File: config.mk
export PLATFORM = sky130hd
export DESIGN_NAME = cp0_top
export DESIGN_NICKNAME = d
export VERILOG_FILES = /design/src/tlb_pkg.sv /design/src/cp0_pkg.sv /design/src/cp0_top.sv /design/src/cp0_regs.sv /design/src/tlb_array.sv /design/src/cp0_decode.sv
export VERILOG_INCLUDE_DIRS = /design/src
export SDC_FILE = /design/constraint.sdc
export NUM_CORES = 2
export LEC_CHECK = 0
export BUFFER_PORTS_ARGS = -buffer_cell sky130_fd_sc_hd__buf_4
export CAP_MARGIN = 30
export CORE_MARGIN = 2
export CORE_UTILIZATION = 30
export CTS_CLUSTER_DIAMETER = 80
export DETAILED_ROUTE_END_ITERATION = 16
export PLACE_DENSITY = 0.44
export REMOVE_ABC_BUFFERS = 1
export SYNTH_ARGS = -nofsm -noshare
export SYNTH_HDL_FRONTEND = slang
export SYNTH_SLANG_ARGS = --single-unit
File: constraint.sdc
create_clock -name clk -period 8.6 [get_ports clk]
set_clock_uncertainty 0.2 [all_clocks]
set_input_delay 0.43 -clock clk [delete_from_list [all_inputs] [get_ports clk]]
set_output_delay 0.43 -clock clk [all_outputs]
set_load 0.05 [all_outputs]
File: src/cp0_macros.svh
`ifndef CP0_MACROS_SVH
`define CP0_MACROS_SVH

// tlb size
`define CP0_TLBNUM 16

// register numbers, select 0
`define CP0_INDEX_NUM    0
`define CP0_ENTRYLO0_NUM 2
`define CP0_ENTRYLO1_NUM 3
`define CP0_BADVADDR_NUM 8
`define CP0_COUNT_NUM    9
`define CP0_ENTRYHI_NUM  10
`define CP0_COMPARE_NUM  11
`define CP0_STATUS_NUM   12
`define CP0_CAUSE_NUM    13
`define CP0_EPC_NUM      14

// cause.exccode values
`define EXC_INT  5'h00
`define EXC_ADEL 5'h04
`define EXC_ADES 5'h05
`define EXC_SYS  5'h08
`define EXC_BP   5'h09
`define EXC_RI   5'h0a
`define EXC_OV   5'h0c

`endif
File: src/tlb_pkg.sv
`include "cp0_macros.svh"

package tlb_pkg;

	localparam int TLB_IDX_W = $clog2(`CP0_TLBNUM);

	typedef logic [TLB_IDX_W-1:0] tlb_idx_t;

	// 78 bits: vpn2, asid, g, then even page, then odd page
	typedef struct packed {
		logic [18:0] vpn2;
		logic [7:0]  asid;
		logic        g;
		logic [19:0] pfn0;
		logic [2:0]  c0;
		logic        d0;
		logic        v0;
		logic [19:0] pfn1;
		logic [2:0]  c1;
		logic        d1;
		logic        v1;
	} tlb_entry_t;

endpackage

File: src/cp0_pkg.sv
package cp0_pkg;

	typedef enum logic [2:0] {
		OP_NOP   = 3'd0,
		OP_MTC0  = 3'd1,
		OP_MFC0  = 3'd2,
		OP_EXC   = 3'd3,
		OP_ERET  = 3'd4,
		OP_TLBP  = 3'd5,
		OP_TLBR  = 3'd6,
		OP_TLBWI = 3'd7
	} cp0_op_e;

	// bit positions in exc_type
	typedef enum logic [2:0] {
		EB_OV         = 3'd0,
		EB_RI         = 3'd1,
		EB_BP         = 3'd2,
		EB_SYS        = 3'd3,
		EB_ADES       = 3'd4,
		EB_DATA_ADEL  = 3'd5,
		EB_FETCH_ADEL = 3'd6,
		EB_INT        = 3'd7
	} exc_bit_e;

	typedef struct packed {
		logic [8:0] rsvd_hi;
		logic       bev;
		logic [5:0] rsvd_mid;
		logic [7:0] im;
		logic [5:0] rsvd_lo;
		logic       exl;
		logic       ie;
	} status_t;

	typedef struct packed {
		logic        bd;
		logic        ti;
		logic [13:0] rsvd_hi;
		logic [7:0]  ip;
		logic        rsvd_mid;
		logic [4:0]  exccode;
		logic [1:0]  rsvd_lo;
	} cause_t;

	// same 32 bits seen as Status or Cause
	typedef union packed {
		status_t status;
		cause_t  cause;
	} cp0_word_u;

endpackage

File: src/cp0_top.sv
module cp0_top (
	input  logic             clk,
	input  logic             rst,
	input  logic             cmd_valid,
	input  cp0_pkg::cp0_op_e cmd_op,
	input  logic [7:0]       cmd_addr,
	input  logic [31:0]      cmd_wdata,
	input  logic [7:0]       exc_type,
	input  logic [31:0]      pc,
	input  logic             is_slot,
	input  logic [31:0]      bad_vaddr,
	input  logic [5:0]       int_num,
	output logic [31:0]      rdata,
	output logic             rdata_valid,
	output logic [31:0]      epc,
	output logic             int_happen
);

	logic             s2_valid;
	cp0_pkg::cp0_op_e s2_op;
	logic [31:0]      s2_reg_sel;
	logic [31:0]      s2_wdata;
	logic [4:0]       s2_exccode;
	logic             s2_any_exc;
	logic             s2_addr_exc;
	logic [31:0]      s2_pc;
	logic             s2_is_slot;
	logic [31:0]      s2_bad_vaddr;

	logic [31:0]                   entryhi;
	logic [tlb_pkg::TLB_IDX_W-1:0] tlb_idx;
	logic                          tlb_we;
	tlb_pkg::tlb_entry_t           tlb_wentry;
	tlb_pkg::tlb_entry_t           tlb_rentry;
	logic                          probe_hit;
	logic [tlb_pkg::TLB_IDX_W-1:0] probe_idx;

	cp0_decode u_decode (
		.clk, .rst, .cmd_valid, .cmd_op, .cmd_addr, .cmd_wdata, .exc_type, .pc, .is_slot,
		.bad_vaddr, .s2_valid, .s2_op, .s2_reg_sel, .s2_wdata, .s2_exccode, .s2_any_exc,
		.s2_addr_exc, .s2_pc, .s2_is_slot, .s2_bad_vaddr
	);

	cp0_regs u_regs (
		.clk, .rst, .int_num, .s2_valid, .s2_op, .s2_reg_sel, .s2_wdata, .s2_exccode,
		.s2_any_exc, .s2_addr_exc, .s2_pc, .s2_is_slot, .s2_bad_vaddr, .tlb_rentry,
		.probe_hit, .probe_idx, .rdata, .rdata_valid, .epc, .int_happen, .entryhi,
		.tlb_idx, .tlb_we, .tlb_wentry
	);

	tlb_array u_tlb (
		.clk, .rst, .entryhi, .tlb_idx, .tlb_we, .tlb_wentry, .tlb_rentry, .probe_hit,
		.probe_idx
	);

endmodule

File: src/cp0_regs.sv
`include "cp0_macros.svh"

module cp0_regs (
	input  logic                          clk,
	input  logic                          rst,
	input  logic [5:0]                    int_num,
	input  logic                          s2_valid,
	input  cp0_pkg::cp0_op_e              s2_op,
	input  logic [31:0]                   s2_reg_sel,
	input  logic [31:0]                   s2_wdata,
	input  logic [4:0]                    s2_exccode,
	input  logic                          s2_any_exc,
	input  logic                          s2_addr_exc,
	input  logic [31:0]                   s2_pc,
	input  logic                          s2_is_slot,
	input  logic [31:0]                   s2_bad_vaddr,
	input  tlb_pkg::tlb_entry_t           tlb_rentry,
	input  logic                          probe_hit,
	input  logic [tlb_pkg::TLB_IDX_W-1:0] probe_idx,
	output logic [31:0]                   rdata,
	output logic                          rdata_valid,
	output logic [31:0]                   epc,
	output logic                          int_happen,
	output logic [31:0]                   entryhi,
	output logic [tlb_pkg::TLB_IDX_W-1:0] tlb_idx,
	output logic                          tlb_we,
	output tlb_pkg::tlb_entry_t           tlb_wentry
);

	cp0_pkg::cp0_word_u wr_word;
	cp0_pkg::cp0_word_u status_rd;
	cp0_pkg::cp0_word_u cause_rd;
	logic        mtc0, mfc0, eret, tlbp, tlbr;
	logic        wr_status, wr_cause, wr_epc, wr_count, wr_compare;
	logic        wr_index, wr_entryhi, wr_entrylo0, wr_entrylo1;
	logic [7:0]  status_im;
	logic        status_exl;
	logic        status_ie;
	logic        cause_bd;
	logic        cause_ti;
	logic [7:0]  cause_ip;
	logic [4:0]  cause_exccode;
	logic [31:0] badvaddr;
	logic [32:0] count;
	logic [31:0] compare;
	logic        index_p;
	logic [tlb_pkg::TLB_IDX_W-1:0] index_idx;
	logic [31:0] index_word;
	logic [18:0] ehi_vpn2;
	logic [7:0]  ehi_asid;
	logic [25:0] entrylo0;
	logic [25:0] entrylo1;
	logic [31:0] rd_mux;

	assign mtc0 = s2_valid && (s2_op == cp0_pkg::OP_MTC0);
	assign mfc0 = s2_valid && (s2_op == cp0_pkg::OP_MFC0);
	assign eret = s2_valid && (s2_op == cp0_pkg::OP_ERET);
	assign tlbp = s2_valid && (s2_op == cp0_pkg::OP_TLBP);
	assign tlbr = s2_valid && (s2_op == cp0_pkg::OP_TLBR);
	assign tlb_we = s2_valid && (s2_op == cp0_pkg::OP_TLBWI);

	assign wr_status   = mtc0 && s2_reg_sel[`CP0_STATUS_NUM];
	assign wr_cause    = mtc0 && s2_reg_sel[`CP0_CAUSE_NUM];
	assign wr_epc      = mtc0 && s2_reg_sel[`CP0_EPC_NUM];
	assign wr_count    = mtc0 && s2_reg_sel[`CP0_COUNT_NUM];
	assign wr_compare  = mtc0 && s2_reg_sel[`CP0_COMPARE_NUM];
	assign wr_index    = mtc0 && s2_reg_sel[`CP0_INDEX_NUM];
	assign wr_entryhi  = mtc0 && s2_reg_sel[`CP0_ENTRYHI_NUM];
	assign wr_entrylo0 = mtc0 && s2_reg_sel[`CP0_ENTRYLO0_NUM];
	assign wr_entrylo1 = mtc0 && s2_reg_sel[`CP0_ENTRYLO1_NUM];

	assign wr_word = s2_wdata;

	// status
	always_ff @(posedge clk) begin
		if (rst) begin
			status_im  <= 8'd0;
			status_exl <= 1'b0;
			status_ie  <= 1'b0;
		end else begin
			if (wr_status) begin
				status_im <= wr_word.status.im;
				status_ie <= wr_word.status.ie;
			end
			if (s2_any_exc)
				status_exl <= 1'b1;
			else if (eret)
				status_exl <= 1'b0;
			else if (wr_status)
				status_exl <= wr_word.status.exl;
		end
	end

	// cause; ip7 folds in the timer
	always_ff @(posedge clk) begin
		if (rst) begin
			cause_bd      <= 1'b0;
			cause_ti      <= 1'b0;
			cause_ip      <= 8'd0;
			cause_exccode <= 5'd0;
		end else begin
			if (s2_any_exc && !status_exl)
				cause_bd <= s2_is_slot;
			if (wr_compare)
				cause_ti <= 1'b0;
			else if (count[32:1] == compare)
				cause_ti <= 1'b1;
			cause_ip[7:2] <= {int_num[5] | cause_ti, int_num[4:0]};
			if (wr_cause)
				cause_ip[1:0] <= wr_word.cause.ip[1:0];
			if (s2_any_exc)
				cause_exccode <= s2_exccode;
		end
	end

	// epc keeps the first faulting pc while exl is set
	always_ff @(posedge clk) begin
		if (s2_any_exc && !status_exl)
			epc <= s2_is_slot ? s2_pc - 32'd4 : s2_pc;
		else if (wr_epc)
			epc <= s2_wdata;
	end

	always_ff @(posedge clk) begin
		if (s2_addr_exc)
			badvaddr <= s2_bad_vaddr;
	end

	// count runs at half the clock rate
	always_ff @(posedge clk) begin
		if (rst) begin
			count   <= 33'd0;
			compare <= 32'hffff_ffff;
		end else begin
			if (wr_count)
				count <= {s2_wdata, 1'b0};
			else
				count <= count + 33'd1;
			if (wr_compare)
				compare <= s2_wdata;
		end
	end

	// index, p flags a probe miss
	always_ff @(posedge clk) begin
		if (rst) begin
			index_p   <= 1'b0;
			index_idx <= '0;
		end else if (tlbp) begin
			index_p   <= !probe_hit;
			index_idx <= probe_idx;
		end else if (wr_index) begin
			index_idx <= s2_wdata[tlb_pkg::TLB_IDX_W-1:0];
		end
	end

	always_ff @(posedge clk) begin
		if (tlbr) begin
			ehi_vpn2 <= tlb_rentry.vpn2;
			ehi_asid <= tlb_rentry.asid;
			entrylo0 <= {tlb_rentry.pfn0, tlb_rentry.c0, tlb_rentry.d0, tlb_rentry.v0,
				tlb_rentry.g};
			entrylo1 <= {tlb_rentry.pfn1, tlb_rentry.c1, tlb_rentry.d1, tlb_rentry.v1,
				tlb_rentry.g};
		end else begin
			if (wr_entryhi) begin
				ehi_vpn2 <= s2_wdata[31:13];
				ehi_asid <= s2_wdata[7:0];
			end
			if (wr_entrylo0)
				entrylo0 <= s2_wdata[25:0];
			if (wr_entrylo1)
				entrylo1 <= s2_wdata[25:0];
		end
	end

	assign entryhi = {ehi_vpn2, 5'd0, ehi_asid};
	assign tlb_idx = index_idx;
	assign index_word = {index_p, {(31 - tlb_pkg::TLB_IDX_W){1'b0}}, index_idx};

	always_comb begin
		tlb_wentry.vpn2 = ehi_vpn2;
		tlb_wentry.asid = ehi_asid;
		tlb_wentry.g    = entrylo0[0] & entrylo1[0];
		tlb_wentry.pfn0 = entrylo0[25:6];
		tlb_wentry.c0   = entrylo0[5:3];
		tlb_wentry.d0   = entrylo0[2];
		tlb_wentry.v0   = entrylo0[1];
		tlb_wentry.pfn1 = entrylo1[25:6];
		tlb_wentry.c1   = entrylo1[5:3];
		tlb_wentry.d1   = entrylo1[2];
		tlb_wentry.v1   = entrylo1[1];
	end

	always_comb begin
		status_rd = '0;
		status_rd.status.bev = 1'b1;
		status_rd.status.im  = status_im;
		status_rd.status.exl = status_exl;
		status_rd.status.ie  = status_ie;
		cause_rd = '0;
		cause_rd.cause.bd      = cause_bd;
		cause_rd.cause.ti      = cause_ti;
		cause_rd.cause.ip      = cause_ip;
		cause_rd.cause.exccode = cause_exccode;
	end

	assign rd_mux = ({32{s2_reg_sel[`CP0_INDEX_NUM]}} & index_word)
		| ({32{s2_reg_sel[`CP0_ENTRYLO0_NUM]}} & {6'd0, entrylo0})
		| ({32{s2_reg_sel[`CP0_ENTRYLO1_NUM]}} & {6'd0, entrylo1})
		| ({32{s2_reg_sel[`CP0_BADVADDR_NUM]}} & badvaddr)
		| ({32{s2_reg_sel[`CP0_COUNT_NUM]}} & count[32:1])
		| ({32{s2_reg_sel[`CP0_ENTRYHI_NUM]}} & entryhi)
		| ({32{s2_reg_sel[`CP0_COMPARE_NUM]}} & compare)
		| ({32{s2_reg_sel[`CP0_STATUS_NUM]}} & status_rd)
		| ({32{s2_reg_sel[`CP0_CAUSE_NUM]}} & cause_rd)
		| ({32{s2_reg_sel[`CP0_EPC_NUM]}} & epc);

	always_ff @(posedge clk) begin
		if (rst)
			rdata_valid <= 1'b0;
		else
			rdata_valid <= mfc0;
	end

	always_ff @(posedge clk) begin
		if (mfc0)
			rdata <= rd_mux;
	end

	assign int_happen = !status_exl && status_ie && (|(status_im & cause_ip));

endmodule

File: src/tlb_array.sv
`include "cp0_macros.svh"

module tlb_array (
	input  logic                          clk,
	input  logic                          rst,
	input  logic [31:0]                   entryhi,
	input  logic [tlb_pkg::TLB_IDX_W-1:0] tlb_idx,
	input  logic                          tlb_we,
	input  tlb_pkg::tlb_entry_t           tlb_wentry,
	output tlb_pkg::tlb_entry_t           tlb_rentry,
	output logic                          probe_hit,
	output logic [tlb_pkg::TLB_IDX_W-1:0] probe_idx
);

	tlb_pkg::tlb_entry_t entries [`CP0_TLBNUM];
	logic [`CP0_TLBNUM-1:0] entry_vld;
	logic [`CP0_TLBNUM-1:0] match;
	logic [18:0] key_vpn2;
	logic [7:0]  key_asid;

	assign key_vpn2 = entryhi[31:13];
	assign key_asid = entryhi[7:0];

	// entries not written since reset stay out of a probe
	always_ff @(posedge clk) begin
		if (rst)
			entry_vld <= '0;
		else if (tlb_we)
			entry_vld[tlb_idx] <= 1'b1;
	end

	always_ff @(posedge clk) begin
		if (tlb_we)
			entries[tlb_idx] <= tlb_wentry;
	end

	assign tlb_rentry = entries[tlb_idx];

	always_comb begin
		for (int i = 0; i < `CP0_TLBNUM; i++) begin
			match[i] = entry_vld[i] && (entries[i].vpn2 == key_vpn2)
				&& (entries[i].g || (entries[i].asid == key_asid));
		end
	end

	// scan downwards so the lowest match wins
	always_comb begin
		probe_idx = '0;
		for (int i = `CP0_TLBNUM - 1; i >= 0; i--) begin
			if (match[i])
				probe_idx = i[tlb_pkg::TLB_IDX_W-1:0];
		end
	end

	assign probe_hit = |match;

endmodule

File: src/cp0_decode.sv
`include "cp0_macros.svh"

module cp0_decode (
	input  logic              clk,
	input  logic              rst,
	input  logic              cmd_valid,
	input  cp0_pkg::cp0_op_e  cmd_op,
	input  logic [7:0]        cmd_addr,
	input  logic [31:0]       cmd_wdata,
	input  logic [7:0]        exc_type,
	input  logic [31:0]       pc,
	input  logic              is_slot,
	input  logic [31:0]       bad_vaddr,
	output logic              s2_valid,
	output cp0_pkg::cp0_op_e  s2_op,
	output logic [31:0]       s2_reg_sel,
	output logic [31:0]       s2_wdata,
	output logic [4:0]        s2_exccode,
	output logic              s2_any_exc,
	output logic              s2_addr_exc,
	output logic [31:0]       s2_pc,
	output logic              s2_is_slot,
	output logic [31:0]       s2_bad_vaddr
);

	logic [31:0] reg_sel;
	logic [4:0]  exccode;
	logic        is_exc;
	logic        addr_err;

	// only select 0 addresses a register
	assign reg_sel = (cmd_addr[2:0] == 3'd0) ? (32'd1 << cmd_addr[7:3]) : 32'd0;

	assign is_exc = cmd_valid && (cmd_op == cp0_pkg::OP_EXC) && (|exc_type);
	assign addr_err = exc_type[cp0_pkg::EB_FETCH_ADEL] | exc_type[cp0_pkg::EB_DATA_ADEL]
		| exc_type[cp0_pkg::EB_ADES];

	// fixed priority, interrupt first
	always_comb begin
		if (exc_type[cp0_pkg::EB_INT])
			exccode = `EXC_INT;
		else if (exc_type[cp0_pkg::EB_FETCH_ADEL])
			exccode = `EXC_ADEL;
		else if (exc_type[cp0_pkg::EB_RI])
			exccode = `EXC_RI;
		else if (exc_type[cp0_pkg::EB_SYS])
			exccode = `EXC_SYS;
		else if (exc_type[cp0_pkg::EB_BP])
			exccode = `EXC_BP;
		else if (exc_type[cp0_pkg::EB_OV])
			exccode = `EXC_OV;
		else if (exc_type[cp0_pkg::EB_DATA_ADEL])
			exccode = `EXC_ADEL;
		else
			exccode = `EXC_ADES;
	end

	always_ff @(posedge clk) begin
		if (rst) begin
			s2_valid    <= 1'b0;
			s2_any_exc  <= 1'b0;
			s2_addr_exc <= 1'b0;
		end else begin
			s2_valid    <= cmd_valid;
			s2_any_exc  <= is_exc;
			s2_addr_exc <= is_exc && addr_err;
		end
	end

	always_ff @(posedge clk) begin
		s2_op        <= cmd_op;
		s2_reg_sel   <= reg_sel;
		s2_wdata     <= cmd_wdata;
		s2_exccode   <= exccode;
		s2_pc        <= pc;
		s2_is_slot   <= is_slot;
		s2_bad_vaddr <= bad_vaddr;
	end

endmodule

* Word-level counts from Yosys, hierarchy flattened
Memory sizes are Yosys's and may differ from the RTL's. A register that Yosys moved wholly into a read port is not among the register bits.
Cells that the tools add are included.
** Word-level totals
- Bits in registers :: 410
- Output and inout bits :: 66
- RAM bits :: 1248
- Bits in latches :: 0
- Memories :: 1
- Input port bits :: 125
- Memory bits (read-only) :: 0
** Memory list
- u_tlb.entries :: words 16, bits a word 78, read ports 17, clocked after memory_dff 1, wr ports 1, line tlb_array.sv:15 : tlb_pkg::tlb_entry_t entries [`CP0_TLBNUM];
** Cells by class
- Multiplexer cells :: 45
- $lt $le $gt $ge :: 2
- Add/subtract/negate cells :: 2
- Shift operators :: 1
- Reductions and logical operators :: 87
- $mul :: 0
- Divide/modulo/power cells :: 0
- Equal/unequal tests :: 40
- Bitwise logic cells :: 25
** Operator list (number)
- $eq 19x19->1 :: 16
- $or 32x32->32 :: 9
- $and 32x32->32 :: 7
- $eq 8x8->1 :: 16
- $mux 26 :: 4
- $mux 32 :: 3
- $mux 4 :: 24
- $and 32x26->32 :: 2
- $logic_and 1x1->1 :: 54
- $mux 19 :: 2
- $add 33x1->33 const B :: 1
- $mux 33 :: 1
- $and 32x23->32 :: 1
- $eq 32x32->1 :: 1
- $sub 32x3->32 const B :: 1
- $logic_or 1x1->1 :: 16
- $mux 8 :: 2
- $or 16x16->16 :: 1
- $reduce_or 16->1 :: 1
- $reduce_or 8->1 :: 2
- $shl 1x5->15 const A :: 1
- $eq 3x3->1 const B :: 4
- $reduce_bool 2->1 :: 5
- $and 8x8->8 :: 1
- other kinds (15) :: 27

* Longest topological paths before layout
An unclocked memory read counts as a cell.
- Word-level depth :: 23
- Depth in mapped cells :: 10
- Depth with buffers taken out :: 10

* Hierarchy
Synthesis repeated with hierarchy kept, for this count alone.
** Unflattened totals
- Cells, all modules :: 4009
- Area, all modules :: 68851.0 µm²
** Modules (own cells, without submodules)
- tlb_array :: cells each 2478, times used 1, area each 52516.6 µm²
- cp0_regs :: cells each 1316, times used 1, area each 13161.4 µm²
- cp0_decode :: cells each 215, times used 1, area each 3173.0 µm²

* Least setup slack after synthesis
Ideal clock, no wire load.
- Path type :: register to register
- Start :: register u_decode.s2_op[2]
- End :: memory u_tlb.entries[0][0] (netlist bit) (enable)
- Stages on the path, launching flop included :: 5
- Path buffers :: 1
- Data arrival time :: 6.351 ns
- Setup slack :: 1.437 ns
- Setup time :: 0.612 ns
- Cell sequence :: dfxtp_1 -> clkbuf_1 -> nand4_1 -> or3_1 -> nor3_1
** Between the ends
- Cells in the longest elaborated chain, start to end :: 4
** RTL lines
- from (decl) :: line cp0_decode.sv:15 : output cp0_pkg::cp0_op_e s2_op,
- from (signal assigned) :: line cp0_decode.sv:71 : s2_op <= cmd_op;
- $eq 3x3->1 :: line cp0_regs.sv:60 : assign tlb_we = s2_valid && (s2_op == cp0_pkg::OP_TLBWI);
- $logic_and 1x1->1 :: line cp0_regs.sv:60
- $mux 1 :: line tlb_array.sv:33 : if (tlb_we)
- $mux 1 (not written as such) :: line tlb_array.sv:34 : entries[tlb_idx] <= tlb_wentry;
- to (decl) :: line tlb_array.sv:15
No other way between the ends.

* Final worst setup path
- Start :: register u_decode.s2_is_slot
- End :: register u_regs.epc[31] (data pin)
** Between the ends
- Cells in the longest elaborated chain, start to end :: 2
** RTL lines
- from (decl) :: line cp0_decode.sv:22 : output logic s2_is_slot,
- from (signal assigned) :: line cp0_decode.sv:76 : s2_is_slot <= is_slot;
- $mux 32 :: line cp0_regs.sv:119 : epc <= s2_is_slot ? s2_pc - 32'd4 : s2_pc;
- $mux 32 :: line cp0_regs.sv:118 : if (s2_any_exc && !status_exl)
- to (signal assigned) :: line cp0_regs.sv:119
- to (signal assigned) :: line cp0_regs.sv:121 : epc <= s2_wdata;
- to (decl) :: line cp0_regs.sv:22 : output logic [31:0] epc,
No other way between the ends.
A chain may end at the register's enable or synchronous reset.

==> flow_metrics.tcl <==
set metrics [dict create \
    synthToLayoutAreaGrowth_pct 20.5 \
    cts-buffers-inserted 189 \
    maxCapViolCount 0 \
    die_y_um 480 \
    place_area_um2 73400 \
    antenna_found_initial 15 \
    grt_pass1_wl_mm 322 \
    cts_root_buf "clkbuf_16" \
    irDropWorstVdd_v 0.000220 \
    drv_slew 0 \
    max_freq_ghz 0.236 \
    wirelength_mm 235 \
    drtIter0Drc 4346 \
    end_kind "register" \
    final_core_util 0.364 \
    h-tree-depth 4 \
    top_layer_used "met5" \
    crit_path_max_fanout 7 \
    finalSetupViolations 0 \
    ys_seq_area_frac 0.697 \
    rsz0062_at_grt "false" \
    clock_power_share 0.471 \
    power_w 0.0174 \
    drc_errors 0 \
    cts-resized-gates 0 \
    gp_congestion 0.852 \
    clk_pin_slew_ns 0.06 \
    track_usage 0.200 \
    p_sw_w 0.00379 \
    swShare 0.217 \
    dr_wl_met2_mm 112 \
    pwr_density_cell_nw_per_um2 213 \
    gr-total-overflow 0 \
    comb_power_share 0.027 \
    fin_area_um2 81900 \
    syn_avg_cell_area_um2 17.4 \
    vias 39200 \
    port_buffers 190 \
    die_w_um 480 \
    grt_pass1_vias 39200 \
    hold_viol_final 0 \
    required_ns 8.95 \
    start_util 0.302 \
    setup_ws_ns 4.37 \
    clockBufferDepth 3 \
    pin_count 191 \
    p_seq_frac 0.502 \
    synth_flop_cell "edfxtp_1" \
    status "completed" \
    crit_type "register to register" \
    ys_async_sr_fraction 0 \
    tightest_slew_ns 1.10 \
    pre_cts_slack_ns 4.36 \
    p_int_w 0.0137 \
    power_leakage_nw 26.1 \
    yosysWarnings 0 \
    nets 4503 \
    synthCells 3914 \
    stdcell_count 7537 \
    cts_tree "yes" \
    clock_latency_ns 0.86 \
    wl_met3_mm 12.7 \
    wire_per_inst_um 31.1 \
    met1Wirelength_mm 103 \
    cp-start-kind "register" \
    synth_edf_count 1423 \
    ys_types 55 \
    vias_per_cell 5.20 \
    synth_common_cells "1,423 x edfxtp_1, 390 x mux4_2, 356 x xor2_1" \
    yosys-top-cells-area "edfxtp_1 63%, mux4_2 13%, dfxtp_1 6.8%" \
    drt-pass1-iter-count 6 \
    core_area_um2 225000 \
    synth_top_area_cell "edfxtp_1" \
    crit_arrival_ns 4.59 \
    final_antenna_net_count 0 \
    ys_ff_latch 1655 \
    clock_sinks 1655 \
    slew_headroom 0.267 \
    min_period_ns 4.23 \
    fin_crit_sh 0.492 \
    hp-class "primary input to register" \
    synth_area_um2 67900 \
    die_area_um2 230000 \
    place_inst 6970 \
    layout-drive-gt1-share 0.224 \
    yosys.area.top_type_share 0.629 \
    dp_hpwl_mm 148 \
    yosysMostFrequentCell "edfxtp_1" \
    rows 174 \
    grt_max_degree 121 \
]
==> logic make-up after synthesis <==
logic type / synth area share
buf+inv: 0.0176
mux: 0.132
simple gates: 0.0557
compound gates: 0.0302
xor+xnor: 0.0672
flops: 0.697
fa+ha+maj: 0.000368
==> repair_timing <==
item	4_1_cts	5_1_grt
hold endpoints to repair	135	0
buffers inserted	0	0
hold buffers	206	0
==> routing by layer <==
metal	global-route usage	up-vias
met3	0.0281	308
met2	0.324	1454
met5	0	-
met4	0.0662	2
li1	-	16400
met1	0.277	21000
==> final cells by class <==
type | instances | area (um2)
sequential | 1655 | 47400
clock buffer | 260 | 5200
timing repair buffer | 500 | 4540
clock inverter | 96 | 1150
inverter | 81 | 304
multi-input combinational | 1949 | 19500
fill | 21000 | 143000
tap | 2992 | 3740
antenna | 4 | 10.0
==> stage by stage <==
stage	TNS (ns)	hold slack (ns)
global route	0	0.0324
detailed placement	0	0.195
finish	0	0.0660
floorplan	-464.39	0.186
global placement	0	0.191
CTS	0	0.00223
==> registers in the layout (all words and copies together), names as in the netlist, 4 cells and up, named ones only <==
signal                 count
u_tlb.entry_vld           16
u_decode.s2_wdata         32
u_regs.cause_exccode       4
u_decode.s2_pc            32
u_decode.s2_bad_vaddr     32
u_regs.status_im           8
u_regs.count              33
u_regs.ehi_asid            8
u_regs.rdata              32
u_decode.s2_reg_sel       10
u_regs.epc                32
u_regs.compare            32
u_regs.entrylo1           26
u_regs.ehi_vpn2           19
u_regs.tlb_idx             4
u_regs.entrylo0           26
u_tlb.entries           1248
u_decode.s2_exccode        4
u_regs.badvaddr           32
u_regs.cause_ip            8
==> path summary, 6_finish.rpt <==
check / cells after the start / to / startpoint / slack (ns)
min: 2 / u_decode.s2_wdata[17] / cmd_wdata[17] / 0.07
max reg2reg: 8 / u_regs.epc[31] / u_decode.s2_is_slot / 4.37
max: 8 / u_regs.epc[31] / u_decode.s2_is_slot / 4.37
min reg2reg: 0 / u_regs.badvaddr[31] / u_decode.s2_bad_vaddr[31] / 0.20
==> cells in the final DEF, fill, tap and decap left out, types with 15 or more instances in the layout <==
cell	netlist	final
clkbuf_1	176	54
a21oi_1	37	37
a211oi_1	35	35
nor2_1	129	116
bufinv_16	0	16
a22oi_1	70	70
a222oi_1	23	23
xor2_1	356	356
inv_1	81	81
clkinv_1	0	26
nand4_1	70	70
nand3_1	73	72
nor3_1	19	15
mux4_2	390	390
edfxtp_1	1423	1423
nand2_1	177	172
clkbuf_16	0	192
buf_4	0	278
dfxtp_1	232	220
nor4_1	122	121
nand3b_1	36	36
xnor2_1	165	165
dlygate4sd3_1	0	206
clkinv_2	0	28
o21ai_0	110	110
==> power by group through the flow <==
stage	clock (W)	sequential (W)	combinational, W
after detailed placement	0	0.00893	0.000395
after global routing	0.00870	0.00876	0.000494
after global placement	0	0.00893	0.000390
final	0.00822	0.00876	0.000467
after floorplan	0	0.00892	0.000226
after CTS	0.00840	0.00876	0.000468
==> worst max-delay path, stage by stage (launching register included) <==
cell and delay [ns]:
dfxtp_1 0.61, nor4b_2 0.78, nor4b_2 0.54, and3_1 0.31, nand2_1 0.26, nor4_1 0.69
nand2_1 0.26, xor2_1 0.18, o21ai_0 0.08
Power figures use the tool's default switching activity.
